==> config.mk <==
export PLATFORM = sky130hd
export DESIGN_NAME = channel_config
export DESIGN_NICKNAME = d
export VERILOG_FILES = /design/src/source/detector_pkg.sv /design/src/source/channel_config.sv
export SDC_FILE = /design/constraint.sdc
export NUM_CORES = 1
export LEC_CHECK = 0
export ABC_AREA = 1
export BUFFER_PORTS_ARGS = -buffer_cell sky130_fd_sc_hd__buf_2
export CORE_MARGIN = 2
export CORE_UTILIZATION = 25
export CTS_CLUSTER_SIZE = 30
export DETAILED_ROUTE_END_ITERATION = 16
export SYNTH_ARGS = -nofsm -noshare
export SYNTH_HDL_FRONTEND = slang
export SYNTH_SLANG_ARGS = --single-unit
==> constraint.sdc <==
create_clock -name clk -period 0.8 [get_ports clk]
set_input_delay 0.08 -clock clk [delete_from_list [all_inputs] [get_ports clk]]
set_output_delay 0.08 -clock clk [all_outputs]
set_load 0.1 [all_outputs]
==> src/source/detector_pkg.sv <==
package detector_pkg;

    // Bits per block.
    localparam int default_width = 8;

    // Error samples summed per hypothesis; the channel has one more tap.
    localparam int default_seq_length = 3;

    // Width of a residual-error sample.
    localparam int default_err_bits = 8;

    // Width of a channel tap.
    localparam int default_chan_bits = 8;

    // Error hypothesis tested at each bit position.
    typedef enum logic [1:0] {
        cand_none        = 2'd0,
        cand_single_lead = 2'd1,
        cand_single_lag  = 2'd2,
        cand_double      = 2'd3
    } cand_t;

endpackage : detector_pkg

==> src/source/channel_config.sv <==
`timescale 1ns/1ps

module channel_config #(
    parameter int seq_length = detector_pkg::default_seq_length,
    parameter int chan_bits = detector_pkg::default_chan_bits
) (
    input  logic                                  clk,
    input  logic                                  rst_n,
    input  logic                                  cfg_valid,
    input  logic [$clog2(seq_length+1)-1:0]       cfg_tap,
    input  logic signed [chan_bits-1:0]           cfg_value,
    output logic signed [chan_bits-1:0]           taps [seq_length+1]
);

    // One tap written per strobe, visible to the detector next cycle.
    always_ff @(posedge clk or negedge rst_n) begin
        if (!rst_n) begin
            for (int j = 0; j <= seq_length; j++) begin
                taps[j] <= '0;
            end
        end else if (cfg_valid) begin
            taps[cfg_tap] <= cfg_value;
        end
    end

    // Tap index must address an existing tap.
    cfg_tap_in_range: assert property (
        @(posedge clk) disable iff (!rst_n)
        cfg_valid |-> (int'(cfg_tap) <= seq_length)
    ) else $error("cfg_tap %0d out of range", cfg_tap);

endmodule : channel_config

-- After elaboration in Yosys (flattened, before gate mapping)
Index checks and enable logic that the tools add are counted.
- bits in registers: 32
- output and inout port bits: 32
- word-level logic and storage cells: 11
- order comparisons: 2
- mux-type cells: 3
- bitwise operators: 1
- reductions and logical operators: 1
- operators by type and width (operator ; count):
    bitwise mux 32 bit ; 1
    demux 8 bit (select 2 bit) ; 1
    two-way mux 8 bit ; 1
    greater-or-equal comparator 3 bit, second input constant ; 1
    less-than comparator 3 x 1 -> 1 bit, second input constant ; 1
    inverter 2 -> 3 bit ; 1
    logical AND 1 bit ; 1

-- Logic depth before layout (Yosys ltp)
- depth after elaboration: 6
- mapped depth: 5

-- Worst setup path after synthesis
No wires, ideal clock.
- path kind: reg-to-reg
- start: register taps[0] in the netlist's numbering
- end: register taps[0] in the netlist's numbering
- arrival: 1.088 ns
- required time: 0.732 ns
- path slack: -0.356 ns
- cell stages (with the launch flop): 3
- period minus slack after synthesis: 1.156 ns
- path through: dfrtp_1 -> nand2_1 -> nand2_1
- word-level cells in the longest chain between the ends: 1
- ends and longest elaborated chain (item ; line ; RTL):
    start, declared ; channel_config.sv:12 ; output logic signed [chan_bits-1:0] taps [seq_length+1]
    start signal, assigned by index ; channel_config.sv:22 ; taps[cfg_tap] <= cfg_value;
    bitwise mux 32 bit ; channel_config.sv:22 ;
No other way between the ends.
A chain may end at the register's enable or synchronous reset.

-- Worst setup path after layout
- start: register taps[5] in the netlist's numbering
- end: output taps[5] in the netlist's numbering
No word-level cell between the ends.

==> results.json <==
{
  "status": "finished with violations",
  "failed_checks": "negative setup slack",
  "setup_ws_ps": -231,
  "cp-start-kind": "flop",
  "wl_per_cell_microns": 14.1,
  "viasPerCell": 4.46,
  "yosysUniqueCellTypes": 10,
  "fin_crit_ps": 1030,
  "totalWireLength_mm": 3.74,
  "io_buffers": 44,
  "antenna_left": 0,
  "avgSynthCellArea_sq_um": 10.0,
  "grt_usage_pct": 12.6,
  "largest_register_ffs": 32,
  "max_freq_ghz": 0.970,
  "endpoint_kind": "output pin",
  "post-route-drc-count": 0,
  "multiInputGateArea_sq_um": 519,
  "crit_type": "reg -> out",
  "cts_tree": "yes",
  "fin_skew_ps": 0,
  "cts_buffer_depth": 2,
  "ys_warn_count": 0,
  "die_height_microns": 79.8,
  "netlist_area_sq_um": 1440,
  "cpPeakStageDelay_ps": 500,
  "required_ps": 720,
  "rows": 27,
  "rsz0062_at_grt": "yes",
  "grt_util_met1_pct": 17.2,
  "syn_inst": 143,
  "grt_util_met3_pct": 3.62,
  "cts_buffers": 5,
  "fin_nets": 209,
  "top_usage_layer": "met2",
  "synth_fp_nets": 156,
  "leakage_nw": 1.12,
  "cts-root-buf": "clkbuf_8",
  "ir_worst_vdd_v": 0.00118,
  "regMostFlops": "taps",
  "slew_viol_final": 0,
  "insertion_delay_ps": 270,
  "ys_seq_elements": 32,
  "grt.overflow.total": 0,
  "slowest_stage": "dfrtp_4",
  "grt_antenna_before_repair": 0,
  "hold_viol_final": 0,
  "drt_first_pass_iters": 4,
  "die_area_sq_um": 6370,
  "powerDensity_nw_per_um2": 2830,
  "die_x_microns": 79.8,
  "seq_area_sq_um": 921,
  "path_buf_inv": 1,
  "timing.rr.start": "taps[3]",
  "power_mw": 7.03,
  "drt_first_iter_violations": 74,
  "cpLargestDelayFamily": "flip-flops",
  "tightest_slew_ps": 182,
  "h-tree-depth": 2,
  "numClockSinks": 32,
  "cap_violations": 0,
  "hp-class": "in -> reg",
  "core-area_sq_um": 5540,
  "min_from": "cfg_value[3]",
  "hpwl_mm": 2.70,
  "place_area_sq_um": 2380,
  "gp_congestion": 0.783,
  "drive_gt1_share_pct": 51.0,
  "grt_pass1_vias": 1195,
  "clk_pin_slew_ps": 60,
  "grt_pass1_wl_mm": 5.99,
  "vias": 1186,
  "fillers": 512,
  "ys_seq_area_share_pct": 55.7,
  "io_pins": 45,
  "worstPathArrival_ps": 950,
  "reg_top3": "taps x32",
  "use_met2_pct": 18.7,
  "worstPathMaxFanout": 2,
  "cp_cell_sequence": "buf_12",
  "initial_core_util_pct": 25.9,
  "crit_start": "taps[5]",
  "area.growth.synth_to_final_pct": 72.8,
  "antenna_cells": 0,
  "post-route-period-util_pct": 129,
  "setup_viol": 34,
  "grt_max_degree": 33,
  "final_cell_area_sq_um": 2480,
  "slew_headroom_pct": 87.8
}
## cell type report
class / count / share of cell area (%)
clock buffers: 5 / 2.77
inverters: 2 / 1.41
multi-input cells: 101 / 20.9
flip-flops and latches: 32 / 37.1
well taps: 72 / 3.63
repair buffers: 54 / 34.2
## power by group
group,internal (mW),total (mW),switching [mW]
Sequential,2.05,2.35,0.298
Combinational,1.23,3.60,2.37
Clock,0.559,1.09,0.530
## cell families (layout without fill, tap and decap cells)
group | Yosys count | in the layout | synth area share (%)
simple gates | 101 | 101 | 35.8
flops | 32 | 32 | 55.7
buf+inv | 10 | 61 | 8.45
## Yosys cell counts, drive strengths merged
cell type,number,area [sq um]
buf,8,86.3
bufinv,2,35.0
dfrtp,32,801
nand2,65,251
nand3,11,92.6
nand4,24,150
nor2,1,20.0
## cell usage in the layout, fill, tap and decap left out, drive strengths merged
cell type / n
dfrtp: 32
bufinv: 2
clkbuf: 5
nand4: 24
nand2: 65
buf: 53
nand3: 11
dlygate4sd3: 1
nor2: 1
## worst paths after layout
kind,endpoint,slack (ps),cells past startpoint
setup / recovery,taps[5],-230,1
hold / removal,taps[27],100,3
setup reg to reg,taps[3],-10,3
hold reg to reg,taps[4],550,2
max in group asynchronous,taps[0],310,3
min in group asynchronous,taps[22],290,3
## timing repair
item	4_1_cts	5_1_grt
endpoints found under the hold margin	32	0
endpoints found under the setup margin	32	33
resized for setup	1	4
setup buffers	1	2
hold buffers	1	0
## metal layers
| layer | up-vias | wire length [microns] |
|---|---|---|
| li1 | 585 | - |
| met1 | 550 | 1690 |
| met2 | 45 | 1750 |
| met3 | 6 | 245 |
| met4 | 0 | 50 |
| met5 | - | 0 |
## metrics by stage
step / TNS (ps) / util (%) / cells / hold slack [ps] / setup slack [ps]
after floorplan: -1690 / - / 143 / -216 / -53.0
after global placement: -381 / 42.9 / 258 / 54.2 / -49.4
after detailed placement: -626 / 42.9 / 258 / 51.0 / -58.8
after CTS: -7240 / 44.5 / 265 / 96.0 / -240
after global routing: -7810 / 44.8 / 266 / 94.8 / -255
final: -6980 / 44.8 / 266 / 99.6 / -231
No activity file was read; power rests on OpenSTA's default activity.
