`src/source/detector_pkg.sv`:
```
package detector_pkg;

    // Bits per block.
    localparam int default_width = 8;

    // Error samples summed per hypothesis; the channel has one more tap.
    localparam int default_seq_length = 3;

    // Width of a residual-error sample.
    localparam int default_err_bits = 8;

    // Width of a channel tap.
    localparam int default_chan_bits = 8;

    // Error hypothesis tested at each bit position.
    typedef enum logic [1:0] {
        cand_none        = 2'd0,
        cand_single_lead = 2'd1,
        cand_single_lag  = 2'd2,
        cand_double      = 2'd3
    } cand_t;

endpackage : detector_pkg

```
`src/source/error_corrector.sv`:
```
`timescale 1ns/1ps

module error_corrector #(
    parameter int width = detector_pkg::default_width
) (
    input  logic                        clk,
    input  logic                        rst_n,
    input  logic                        dec_valid,
    input  detector_pkg::cand_t         dec_codes [width],
    input  logic [width-1:0]            dec_bits,
    output logic                        out_valid,
    output logic [width-1:0]            out_bits,
    output logic [$clog2(width+1)-1:0]  out_count
);

    import detector_pkg::*;

    logic [width-1:0] flip_mask;
    logic [$clog2(width+1)-1:0] flip_count;

    // Requests from neighbouring positions merge into one flip.
    always_comb begin
        flip_mask = '0;
        for (int i = 0; i < width; i++) begin
            if (dec_codes[i] == cand_single_lead || dec_codes[i] == cand_double) begin
                flip_mask[i] = 1'b1;
            end
            // A lag request past the last bit falls off the block.
            if ((dec_codes[i] == cand_single_lag || dec_codes[i] == cand_double)
                    && (i < width - 1)) begin
                flip_mask[i + 1] = 1'b1;
            end
        end
    end

    // Popcount of the mask.
    always_comb begin
        flip_count = '0;
        for (int i = 0; i < width; i++) begin
            flip_count = flip_count + ($clog2(width+1))'(flip_mask[i]);
        end
    end

    always_ff @(posedge clk or negedge rst_n) begin
        if (!rst_n) begin
            out_valid <= 1'b0;
        end else begin
            out_valid <= dec_valid;
        end
    end

    always_ff @(posedge clk) begin
        if (dec_valid) begin
            out_bits <= dec_bits ^ flip_mask;
            out_count <= flip_count;
        end
    end

    // A block cannot lose more bits than it holds.
    count_bounded: assert property (
        @(posedge clk) disable iff (!rst_n)
        out_valid |-> (int'(out_count) <= width)
    ) else $error("out_count %0d exceeds block width", out_count);

endmodule : error_corrector

```
`config.mk`:
```
export PLATFORM = sky130hd
export DESIGN_NAME = error_corrector
export DESIGN_NICKNAME = d
export VERILOG_FILES = /design/src/source/detector_pkg.sv /design/src/source/error_corrector.sv
export SDC_FILE = /design/constraint.sdc
export NUM_CORES = 1
export LEC_CHECK = 0
export BUFFER_PORTS_ARGS = -buffer_cell sky130_fd_sc_hd__buf_2
export CAP_MARGIN = 20
export CELL_PAD_IN_SITES_DETAIL_PLACEMENT = 1
export CELL_PAD_IN_SITES_GLOBAL_PLACEMENT = 1
export CORE_ASPECT_RATIO = 1.5
export CORE_MARGIN = 8
export CORE_UTILIZATION = 30
export DETAILED_ROUTE_END_ITERATION = 8
export PLACE_DENSITY_LB_ADDON = 0.1
export SYNTH_ARGS = -nofsm -noshare
export SYNTH_HDL_FRONTEND = slang
export SYNTH_SLANG_ARGS = --single-unit
```
`constraint.sdc`:
```
create_clock -name clk -period 0.8 [get_ports clk]
set_clock_uncertainty 0.15 [all_clocks]
set_input_delay 0.16 -clock clk [delete_from_list [all_inputs] [get_ports clk]]
set_output_delay 0.16 -clock clk [all_outputs]
set_load 0.1 [all_outputs]
```
# Word level (Yosys, flattened, before mapping)
# Cells that the tools add are included.
# op_classes
addsub,7
multipliers,0
n_div,0
n_lt_le_gt_ge,0
eq_ne,23
shifts,0
muxes,15
n_bitwise,1
reduce_logical,15
# op_table
operator,n
$eq 2x2->1 const B,15
$add 4x1->4,4
$eq 2x1->1 const B,8
$logic_or 1x1->1,15
$mux 1,15
$xor 8x8->8,1
$add 3x1->4,1
$add 2x1->3,1
$add 1x1->2,1
# totals
regBits,13
latch_bits,0
ram_bits,0
romBits,0
input_bits,27
out_inout_bits,13
elab_cells,64
memories,0

# Logic depth before layout (Yosys ltp)
# logic_depth
ltp_word,11
ltp_mapped,9

# Least setup slack after synthesis
# Ideal clock, no wire load.
# synth_path
path_type,input-to-reg
start,input port dec_codes[15] (netlist bit)
end,"register out_count[1], data pin"
setup_ps,250
arrival_time_ps,2540
t_required_ps,400
slack_ps,-2140
stages,9
n_path_buf,0
path_cell_list,nor2_1 > fa_1 > fa_1 > fa_1 > inv_1 > ha_1 > inv_1 > fa_1 > inv_1
# synth_via
elab_chain_len,11
# synth_rtl
item,line_no,text
"start, declared",error_corrector.sv:9,"input detector_pkg::cand_t dec_codes [width],"
$eq 2x2->1 (on tied branches),"error_corrector.sv:29, error_corrector.sv:25",
$logic_or 1x1->1,error_corrector.sv:29,if ((dec_codes[i] == cand_single_lag || dec_codes[i] == cand_double)
$mux 1,error_corrector.sv:29,
$mux 1,error_corrector.sv:25,if (dec_codes[i] == cand_single_lead || dec_codes[i] == cand_double) begin
$add 1x1->2 (*),error_corrector.sv:40,flip_count = flip_count + ($clog2(width+1))'(flip_mask[i]);
$add 2x1->3 (*),error_corrector.sv:40,
$add 3x1->4 (*),error_corrector.sv:40,
$add 4x1->4 (*) (4 in a row),error_corrector.sv:40,
via flip_count[1],error_corrector.sv:19,logic [$clog2(width+1)-1:0] flip_count;
"end signal, assigned",error_corrector.sv:55,out_count <= flip_count;
"end, declared",error_corrector.sv:13,output logic [$clog2(width+1)-1:0] out_count
# The timed path passes the listed nets; every way through them passes the cells marked *.
# A chain may end at the register's enable or synchronous reset.

# Worst setup path in the final report
# layout_path
start,input port dec_codes[15] (netlist bit)
end,"register out_count[2], data pin"
# Same word-level chain as after synthesis.

==> run_results.csv <==
group,metric,value,unit
sta,worst_slack,-1.90,ns
logic_synthesis,syn_inst,46,
power_and_ir_drop,powerDensity,2450,nW/µm²
floorplan,initial_core_util,31.9,%
sta,drv_slew,0,
clocking,ctsLongestPathBuffers,2,
status,status,"complete, but fails checks",
global_routing,grtUsageTotal,10.3,%
placed_design,gp_congestion,0.688,
final_layout,antenna_cells,0,
sta,period_share,338,%
sta,timing.fmax,370,MHz
logic_synthesis,ys_types,11,
logic_synthesis,syn-num-nets,80,
global_routing,use_met3,2.86,%
global_routing,busiest_layer,"met2",
status,violations,"negative setup slack",
logic_synthesis,synth-seq-cells,13,
global_routing,grt.overflow.total,0,
worst_setup_path,worstPathMaxFanout,2,
logic_synthesis,ys_warn_count,0,
floorplan,placementRows,20,
logic_synthesis,synth_top_family_by_area,"adder cells",
floorplan,fp.dieH,73.2,µm
sta,timing.hold.ws,0.0160,ns
final_layout,final_common_cell,"buf_2",
logic_synthesis,synthXorXnorAreaFrac,12.0,%
worst_setup_path,critical_path_required,0.69,ns
logic_synthesis,yosysSeqAreaShare,58.9,%
power_and_ir_drop,ir_drop,1.44,mV
logic_synthesis,synth.avg_cell_area,14.2,µm²
floorplan,dieArea,3960,µm²
sta,rsz0062_at_grt,"yes",
clocking,numCtsBuffers,3,
floorplan,core,2050,µm²
clocking,cts_tree,"done",
logic_synthesis,synth-compound-area-share,0.765,%
clocking,htreeDepth,1,
logic_synthesis,synth-simple-area-share,5.74,%
clocking,clk_pin_slew_worst_paths,0.08,ns
logic_synthesis,synthMuxAreaShare,0,%
routing,drtIter0Drc,14,
hold_path,hold_path_startpoint,"dec_valid",
sta,layout_min_cycle_time,2.70,ns
floorplan,io_pins,40,
worst_setup_path,slowest_stage,"fa_1",
worst_setup_path,critPathCaptureType,"flop",
clocking,cts_root_buf,"clkbuf_4",
power_and_ir_drop,power_leakage,0.000556,µW
hold_path,whs_endpoint,"out_valid",
placed_design,dp_hpwl,1570,µm
global_routing,grt_max_degree,14,
routing,vias,545,
sta,finalSetupViolCount,17,
global_routing,antenna_found_initial,0,
routing,drc,0,
routing,drtAntennaViolNets,0,
global_routing,grtUsageMet2,19.3,%
routing,finalWirelength,2000,µm
floorplan,die_x,54.1,µm
worst_setup_path,startpoint_type,"primary input",
global_routing,grt_pass1_vias,624,
sta,worst_pin_slew,0.197,ns
routing,wl_per_cell,16.5,µm
flow_run,max-cap-violations,0,
global_routing,grtUsageMet1,9.21,%
sta,hold_viol,0,
routing,viasPerCell,4.50,
placed_design,port-buffer-count,38,
final_layout,finish.utilization,61.8,%
final_layout,drive_above_1_share,65.7,%
final_layout,final_cell_mix,"21 x buf_2, 14 x buf_12, 12 x edfxtp_1",
final_layout,area_growth_syn_to_layout,93.7,%
hold_path,worstHoldPathCells,2,
global_routing,grt_pass1_wl,2960,µm
worst_setup_path,crit_chain,"buf_8, nor2_4, fa_1, fa_1, fa_2, inv_2, ha_4, inv_2, fa_1, xnor2_1",
worst_setup_path,crit_arrival,2.59,ns
logic_synthesis,syn_area,654,µm²
worst_setup_path,criticalPathCategory,"in2reg",
clocking,clock_sinks,13,
final_layout,nFillCells,203,
sta,max-slew-margin-rel,86.8,%
hold_path,min_path_type,"in2reg",
worst_setup_path,timing.critical_path.mode_cell,"fa_1",
final_layout,nets,134,
routing,first_pass_iters,2,
worst_setup_path,cpPeakStageDelay,0.54,ns
logic_synthesis,synthAdderAreaFrac,18.0,%
critical path, delay by kind of cell:
family / cells / cell delay, ns
adders and majority gates: 5 / 1.96
xor gates and xnor gates: 1 / 0.14
buffers and inverters: 3 / 0.22
and+or+nand+nor: 1 / 0.11
cell usage after synthesis:
library cell / instances / area share, %
edfxtp_1: 12 / 55
inv_1: 8 / 4.6
xnor2_1: 7 / 9.4
nor2_1: 6 / 3.4
fa_1: 4 / 12
ha_1: 3 / 5.7
xor2_1: 2 / 2.7
a21oi_1: 1 / 0.76
dfrtp_1: 1 / 3.8
nor2b_1: 1 / 0.96
or2_4: 1 / 1.3
cell type report:
cell class	count	area [µm²]	share of cell area, %
clock buffers	4	26.3	2.07
inverters	8	30.0	2.37
multi-input cells	25	283	22.3
flip-flops and latches	13	389	30.7
well taps	22	27.5	2.17
repair buffers	49	512	40.4
metal layers:
layer,vias up,wire [µm]
met2,27,1160
met5,-,0
li1,252,-
met1,262,602
met4,0,31
met3,4,196
cell families (layout without fill, tap and decap cells):
logic type	Yosys count	in the layout
compound gates	1	1
xor+xnor	9	9
fa+ha+maj	7	7
buf+inv	8	61
flops	13	13
simple gates	8	8
per-stage QoR:
stage / area, µm² / TNS (ns) / worst slack [ns] / cells / power, µW
after detailed placement: 1160 / -11.86 / -2.25 / 113 / 2590
after global routing: 1270 / -12.66 / -1.95 / 121 / 3230
after global placement: 1160 / -11.13 / -2.13 / 113 / 2550
final: 1270 / -12.23 / -1.90 / 121 / 3110
after CTS: 1250 / -12.19 / -1.89 / 120 / 3100
after floorplan: 681 / -12.33 / -1.95 / 46 / 1920
what timing repair did:
item                                    4_1_cts  5_1_grt
resized for setup                             9        3
pin swaps                                     1        1
gates cloned                                  0        0
buffers inserted                              2        1
endpoints found under the setup margin       17       18
endpoints found under the hold margin         1        0
hold buffers                                  1        0
flip-flops by register name, summed over array words and instances (netlist names):
signal     count
out_bits       8
out_count      4
out_valid      1
power breakdown:
group / internal [µW] / switching [µW] / total [µW]
clock: 194 / 232 / 426
sequential: 892 / 82.9 / 975
combinational: 669 / 1040 / 1710
how the worst max path moves through the flow:
| stage | slack (ns) | from | endpoint |
|---|---|---|---|
| detailed placement | -2.25 | dec_codes[15] | out_count[2] |
| floorplan | -1.95 | dec_codes[15] | out_count[1] |
| CTS | -1.89 | dec_codes[15] | out_count[2] |
| finish | -1.90 | dec_codes[15] | out_count[2] |
| global placement | -2.13 | dec_codes[15] | out_count[1] |
| global route | -1.95 | dec_codes[15] | out_count[1] |
Note: power is estimated with default switching activity, not from simulation.
