File: src/source/detector_pkg.sv
package detector_pkg;

    // Bits per block.
    localparam int default_width = 8;

    // Error samples summed per hypothesis; the channel has one more tap.
    localparam int default_seq_length = 3;

    // Width of a residual-error sample.
    localparam int default_err_bits = 8;

    // Width of a channel tap.
    localparam int default_chan_bits = 8;

    // Error hypothesis tested at each bit position.
    typedef enum logic [1:0] {
        cand_none        = 2'd0,
        cand_single_lead = 2'd1,
        cand_single_lag  = 2'd2,
        cand_double      = 2'd3
    } cand_t;

endpackage : detector_pkg

File: src/source/window_if.sv
`timescale 1ns/1ps

interface window_if #(
    parameter int width = detector_pkg::default_width,
    parameter int err_bits = detector_pkg::default_err_bits
) ();

    // Strobe for one complete two-block window.
    logic valid;
    // Positions 0 to width-1 hold the older block.
    logic [2*width-1:0] bits;
    logic signed [err_bits-1:0] errs [2*width];
    // Toggles once per window.
    logic block_index;

    modport source (
        output valid, bits, errs, block_index
    );

    modport sink (
        input valid, bits, errs, block_index
    );

endinterface : window_if

File: src/source/stream_window.sv
`timescale 1ns/1ps

module stream_window #(
    parameter int width = detector_pkg::default_width,
    parameter int err_bits = detector_pkg::default_err_bits
) (
    input  logic                        clk,
    input  logic                        rst_n,
    input  logic                        in_valid,
    input  logic [width-1:0]            in_bits,
    input  logic signed [err_bits-1:0]  in_errs [width],
    window_if.source                    win
);

    // Last block received, kept until the next one arrives.
    logic [width-1:0] prev_bits;
    logic signed [err_bits-1:0] prev_errs [width];
    logic have_prev;

    // Control state.
    always_ff @(posedge clk or negedge rst_n) begin
        if (!rst_n) begin
            have_prev <= 1'b0;
            win.valid <= 1'b0;
            win.block_index <= 1'b0;
        end else begin
            // First block after reset only fills the history.
            win.valid <= in_valid && have_prev;
            if (in_valid) begin
                have_prev <= 1'b1;
            end
            if (win.valid) begin
                win.block_index <= ~win.block_index;
            end
        end
    end

    // Payload: older block low, newer block high.
    always_ff @(posedge clk) begin
        if (in_valid) begin
            win.bits <= {in_bits, prev_bits};
            for (int i = 0; i < width; i++) begin
                win.errs[i] <= prev_errs[i];
                win.errs[width + i] <= in_errs[i];
            end
            prev_bits <= in_bits;
            prev_errs <= in_errs;
        end
    end

    // A window always needs an older block behind it.
    window_needs_prev: assert property (
        @(posedge clk) disable iff (!rst_n)
        win.valid |-> have_prev
    ) else $error("window valid without a previous block");

endmodule : stream_window

File: src/flat_wrapper.sv
// flat-port wrapper written by rule: the top's interface ports become plain ports
module stream_window_flat 
#(
    parameter int width = detector_pkg::default_width,
    parameter int err_bits = detector_pkg::default_err_bits
)
  (clk, rst_n, in_valid, in_bits, in_errs, win_valid, win_bits, win_errs, win_block_index);
  window_if #(.width(width), .err_bits(err_bits)) win_i ();
  input  logic clk;
  input  logic rst_n;
  input  logic in_valid;
  input  logic [width-1:0] in_bits;
  input  logic signed [err_bits-1:0] in_errs[width];
  output wire logic [$bits(win_i.valid)-1:0] win_valid;
  output wire logic [$bits(win_i.bits)-1:0] win_bits;
  output wire logic [$bits(win_i.errs)-1:0] win_errs;
  output wire logic [$bits(win_i.block_index)-1:0] win_block_index;
  assign win_valid = win_i.valid;
  assign win_bits = win_i.bits;
  assign win_errs = {>>{win_i.errs}};
  assign win_block_index = win_i.block_index;
  stream_window #(.width(width), .err_bits(err_bits)) u_core (.clk(clk), .rst_n(rst_n), .in_valid(in_valid), .in_bits(in_bits), .in_errs(in_errs), .win(win_i));
endmodule
File: config.mk
export PLATFORM = sky130hd
export DESIGN_NAME = stream_window_flat
export DESIGN_NICKNAME = d
export VERILOG_FILES = /design/src/source/detector_pkg.sv /design/src/source/window_if.sv /design/src/source/stream_window.sv /design/src/flat_wrapper.sv
export SDC_FILE = /design/constraint.sdc
export NUM_CORES = 1
export LEC_CHECK = 0
export ABC_AREA = 1
export BUFFER_PORTS_ARGS = -buffer_cell sky130_fd_sc_hd__buf_2
export CELL_PAD_IN_SITES_DETAIL_PLACEMENT = 0
export CELL_PAD_IN_SITES_GLOBAL_PLACEMENT = 1
export CORE_AREA = 2 2 152 80
export CTS_BUF_LIST = sky130_fd_sc_hd__clkbuf_16
export DETAILED_ROUTE_END_ITERATION = 6
export DIE_AREA = 0 0 154 82
export GPL_TIMING_DRIVEN = 0
export HOLD_SLACK_MARGIN = 0.03
export MAX_ROUTING_LAYER = met4
export PLACE_DENSITY = 0.91
export SKIP_LAST_GASP = 1
export SYNTH_ARGS = -nofsm -noshare
export SYNTH_HDL_FRONTEND = slang
export SYNTH_SLANG_ARGS = --single-unit
File: constraint.sdc
create_clock -name clk -period 2.1 [get_ports clk]
set_input_delay 0.105 -clock clk [delete_from_list [all_inputs] [get_ports clk]]
set_output_delay 0.105 -clock clk [all_outputs]
set_load 0.05 [all_outputs]
* Yosys cells after proc, flatten, opt, wreduce, memory -nomap -nowiden
Cells that the tools add are included.
** Operators by class
- Reduce and logical (&&, ||, !) cells :: 1
- Bitwise logic cells :: 1
** Operators with widths (number)
- 1-bit logical AND :: 1
- 1-bit inverter :: 1
** Storage, ports and cells
- Logic and storage cells :: 23
- Register bits :: 155

* Longest topological paths before layout
- Depth after elaboration :: 1
- Depth in mapped cells :: 3

* Worst setup path before layout
OpenSTA, ideal clock, no wires.
- Path type :: register to register
- Start :: register u_core.win.bits[8] (netlist name)
- End :: register u_core.win.bits[0], data pin
- Library setup time :: 0.350 ns
- Buffers on the path :: 0
- Data arrival time :: 0.579 ns
- Path slack :: 1.171 ns
- Required time :: 1.750 ns
- Stages on the path, launching flop included :: 1
- Clock period less this slack :: 0.929 ns
- Cell sequence :: edfxtp_1
** RTL lines
- to (signal assigned) :: RTL line stream_window.sv:41 : win.bits <= {in_bits, prev_bits};
- to (decl) :: RTL line window_if.sv:17 : output valid, bits, errs, block_index

==> summary.md <==
| Metric | Value |
|---|---|
| Register share of total power | `45.2%` |
| RSZ-0062 raised after global routing | `no` |
| Most common cell in the synthesized netlist | `edfxtp_1` |
| Combinational power share | `between 15 and 20%` |
| Slew headroom | `61.13%` |
| Max IR drop VDD | `660.5 µV` |
| Post-synth cell types | `5` |
| Yosys reg bits | `147` |
| Cell Rows | `28` |
| Syn Nets | `230` |
| TritonCTS Buffers | `17` |
| Synthesized area | `4432 µm²` |
| Hold WS | `184.1 ps` |
| Final setup fails | `0` |
| WL/cell | `16.01 µm` |
| Post-Synth XOR/XNOR Area | `0%` |
| Final Hold Vio Count | `0` |
| Crit Path Max Fanout | `2` |
| Chip height | `82 µm` |
| Via/cell ratio | `4.347` |
| Critical Path RT | `2000 ps` |
| DRT iter0 DRCs | `83` |
| Total Routed Length | `10100 µm` |
| CP Class | `register to output pin` |
| Slew Limit Fails | `0` |
| Setup TNS Final | `0 ps` |
| Internal power | `5.739 mW` |
| Critical path arrival | `1070 ps` |
| Min Tclk post-route | `about 1200 ps` |
| CP top delay family | `flip-flops` |
| Starting Density | `38.92%` |
| Post-DRT Antenna Nets | `0` |
| Synth top area share | `97.57%` |
| Compound-Gate Fraction of Synth Area | `0%` |
| Final HPWL DP | `6168 µm` |
| Crit-path slowest cell | `edfxtp_1` |
| Synth-to-layout area growth | `60.42%` |
| Skew final | `between 7 and 8 ps` |
| Inst Count DP | `526` |
| Register area share after synthesis | `99.27%` |
| Max-Cap Viols | `0` |
| Sw power | `2.130 mW` |
| Final setup margin | `925.8 ps` |
| Status | `finished clean` |
| HP Class | `input pin to register` |
| CTS tree | `yes` |
| Die ar. | `12630 µm²` |
| Clock transition at path regs | `60 ps` |
| Switching part of the total | `a little over a quarter` |
| First-pass GRT wire length | `about 15000 µm` |
| CP peak stage delay | `380 ps` |
| Post-CTS setup buffers | `0` |
| Post-synthesis simple-gate area fraction | `less than 1%` |
| I/O pins | `roughly 220` |
| Final nets | `between 500 and 600` |
| Clk network pwr share | `around two fifths` |
| GPL Wtd Cong | `around 0.75` |
| Setup WS pre-CTS | `just over 700 ps` |
| Final period utilization | `55.91%` |
| Initial antenna violation count | `0` |
| Most frequent cells after synthesis | `edfxtp_1, nand2_1, dfrtp_1, inv_1, or2_1` |
| I/O Buffers | `220` |
| Layout cells sized above 1 | `51.98%` |
| Mux cell area share after synthesis | `0%` |
| Avg Cell Area, Syn | `~29 µm²` |
| Post-Layout Cell Count | `631` |
| All-Layer GR Usage | `16.43%` |
| Clock buffer depth | `2` |
| Synth area leader | `edfxtp_1` |
| Vias | `2743` |
| Top cells by area, synth | `edfxtp_1, dfrtp_1, nand2_1` |
| Clock sinks | `147` |
| Ant. Diodes | `0` |
| Pwr Total | `between 7 and 8 mW` |
| CP endpoint kind | `output pin` |
| Leak pwr | `2.966 nW` |
| Grt ovf | `0` |
| Largest family of logic cells by synthesized area | `simple AND/OR/NAND/NOR gates` |
| Htree depth | `4` |
| Max Freq | `851.6 MHz` |
| Synth Warn # | `0` |
| Later-pin clock latency in the skew report | `400 ps` |
| Worst path cell trace | `buf_2` |
| DRC | `0` |
| Share of synthesized registers carrying an async set or reset | `2.041%` |
| Startpoint Class | `register` |
| Cells after Synth | `155` |
| Pwr Density | `around 1100 nW/µm²` |
| Chip width | `between 150 and 200 µm` |
| Post-synth EDFFs | `144` |
| Top_reg_cell synth | `edfxtp_1` |
| # fillers | `787` |
| Worst Tran Pin Value | `583.1 ps` |
| WP buf/inv | `1` |
| Clk root buf | `clkbuf_16` |
| Total core area | `11390 µm²` |
| Drt first pass iters | `4` |
| Synthesized-area fraction occupied by adder cells | `0%` |
| Number of global-route vias before repair | `2823` |
| Largest net degree at the start of global routing | `85` |
## per-layer routing
metal,global-route usage [%],vias to the layer above,routed length [µm]
met5,-,-,0
met3,6.649,6,967
met2,26.23,155,5087
li1,-,1252,-
met4,5.047,0,38
met1,19.54,1330,4007
## layout make-up
| cell class | count | area (µm²) | area share [%] |
|---|---|---|---|
| Multi-Input combinational cell | 5 | 21.27 | 0.2992 |
| Sequential cell | 147 | 4399 | 61.88 |
| Tap cell | 150 | 187.7 | 2.640 |
| Inverter | 3 | 11.26 | 0.1584 |
| Clock buffer | 17 | 425.4 | 5.984 |
| Clock inverter | 14 | 188.9 | 2.658 |
| Timing Repair Buffer | 295 | 1876 | 26.38 |
## worst paths after layout
kind	start	endpoint	slack, ps	cells after the start
max in group asynchronous	rst_n	u_core.have_prev	1360	3
hold reg to reg	u_core.prev_errs[44]	u_core.win.errs[108]	440	0
hold / removal	in_valid	u_core.prev_errs[57]	180	1
min in group asynchronous	rst_n	u_core.win.block_index	600	3
setup reg to reg	u_core.have_prev	u_core.have_prev	1390	1
setup / recovery	u_core.prev_errs[13]	win_errs[13]	930	1
## what timing repair did
action	CTS	global route
hold endpoints to repair	75	0
resized for setup	0	0
hold buffers	74	0
## logic make-up (layout without fill, tap and decap cells)
family / Yosys count / after routing
buffers and inverters: 3 / 329
flip-flops: 147 / 147
AND/OR/NAND/NOR: 5 / 5
## registers in the layout, indices dropped and copies added, names as in the netlist
register and cells:
u_core.win.errs 64, u_core.win.bits 16, u_core.prev_errs 64, u_core.win.block_index 1, u_core.have_prev 1, u_core.win.valid 1
## power groups by stage
stage / clock [mW] / sequential, mW / combinational [mW]
floorplan: 0 / 4.36 / 0.00452
global placement: 0 / 3.61 / 1.07
detailed placement: 0 / 3.62 / 1.08
CTS: 3.17 / 3.56 / 1.19
global route: 3.29 / 3.58 / 1.23
finish: 3.12 / 3.56 / 1.19
## placed cells by master, fill, tap and decap left out, drive strengths merged
| master | n |
|---|---|
| dfrtp | 3 |
| clkinvlp | 1 |
| dlygate4sd3 | 74 |
| buf | 221 |
| or2 | 1 |
| clkinv | 5 |
| clkbuf | 17 |
| inv | 7 |
| edfxtp | 144 |
| nand2 | 4 |
| bufinv | 4 |
## through the flow
step	cell area [µm²]	utilization [%]
3_5_place_dp	5754	50.54
3_3_place_gp	5720	50.24
6_report	7109	62.44
5_1_grt	7109	62.44
2_1_floorplan	4432	-
4_1_cts	7109	62.44
Note: power is estimated with default switching activity, not from simulation.
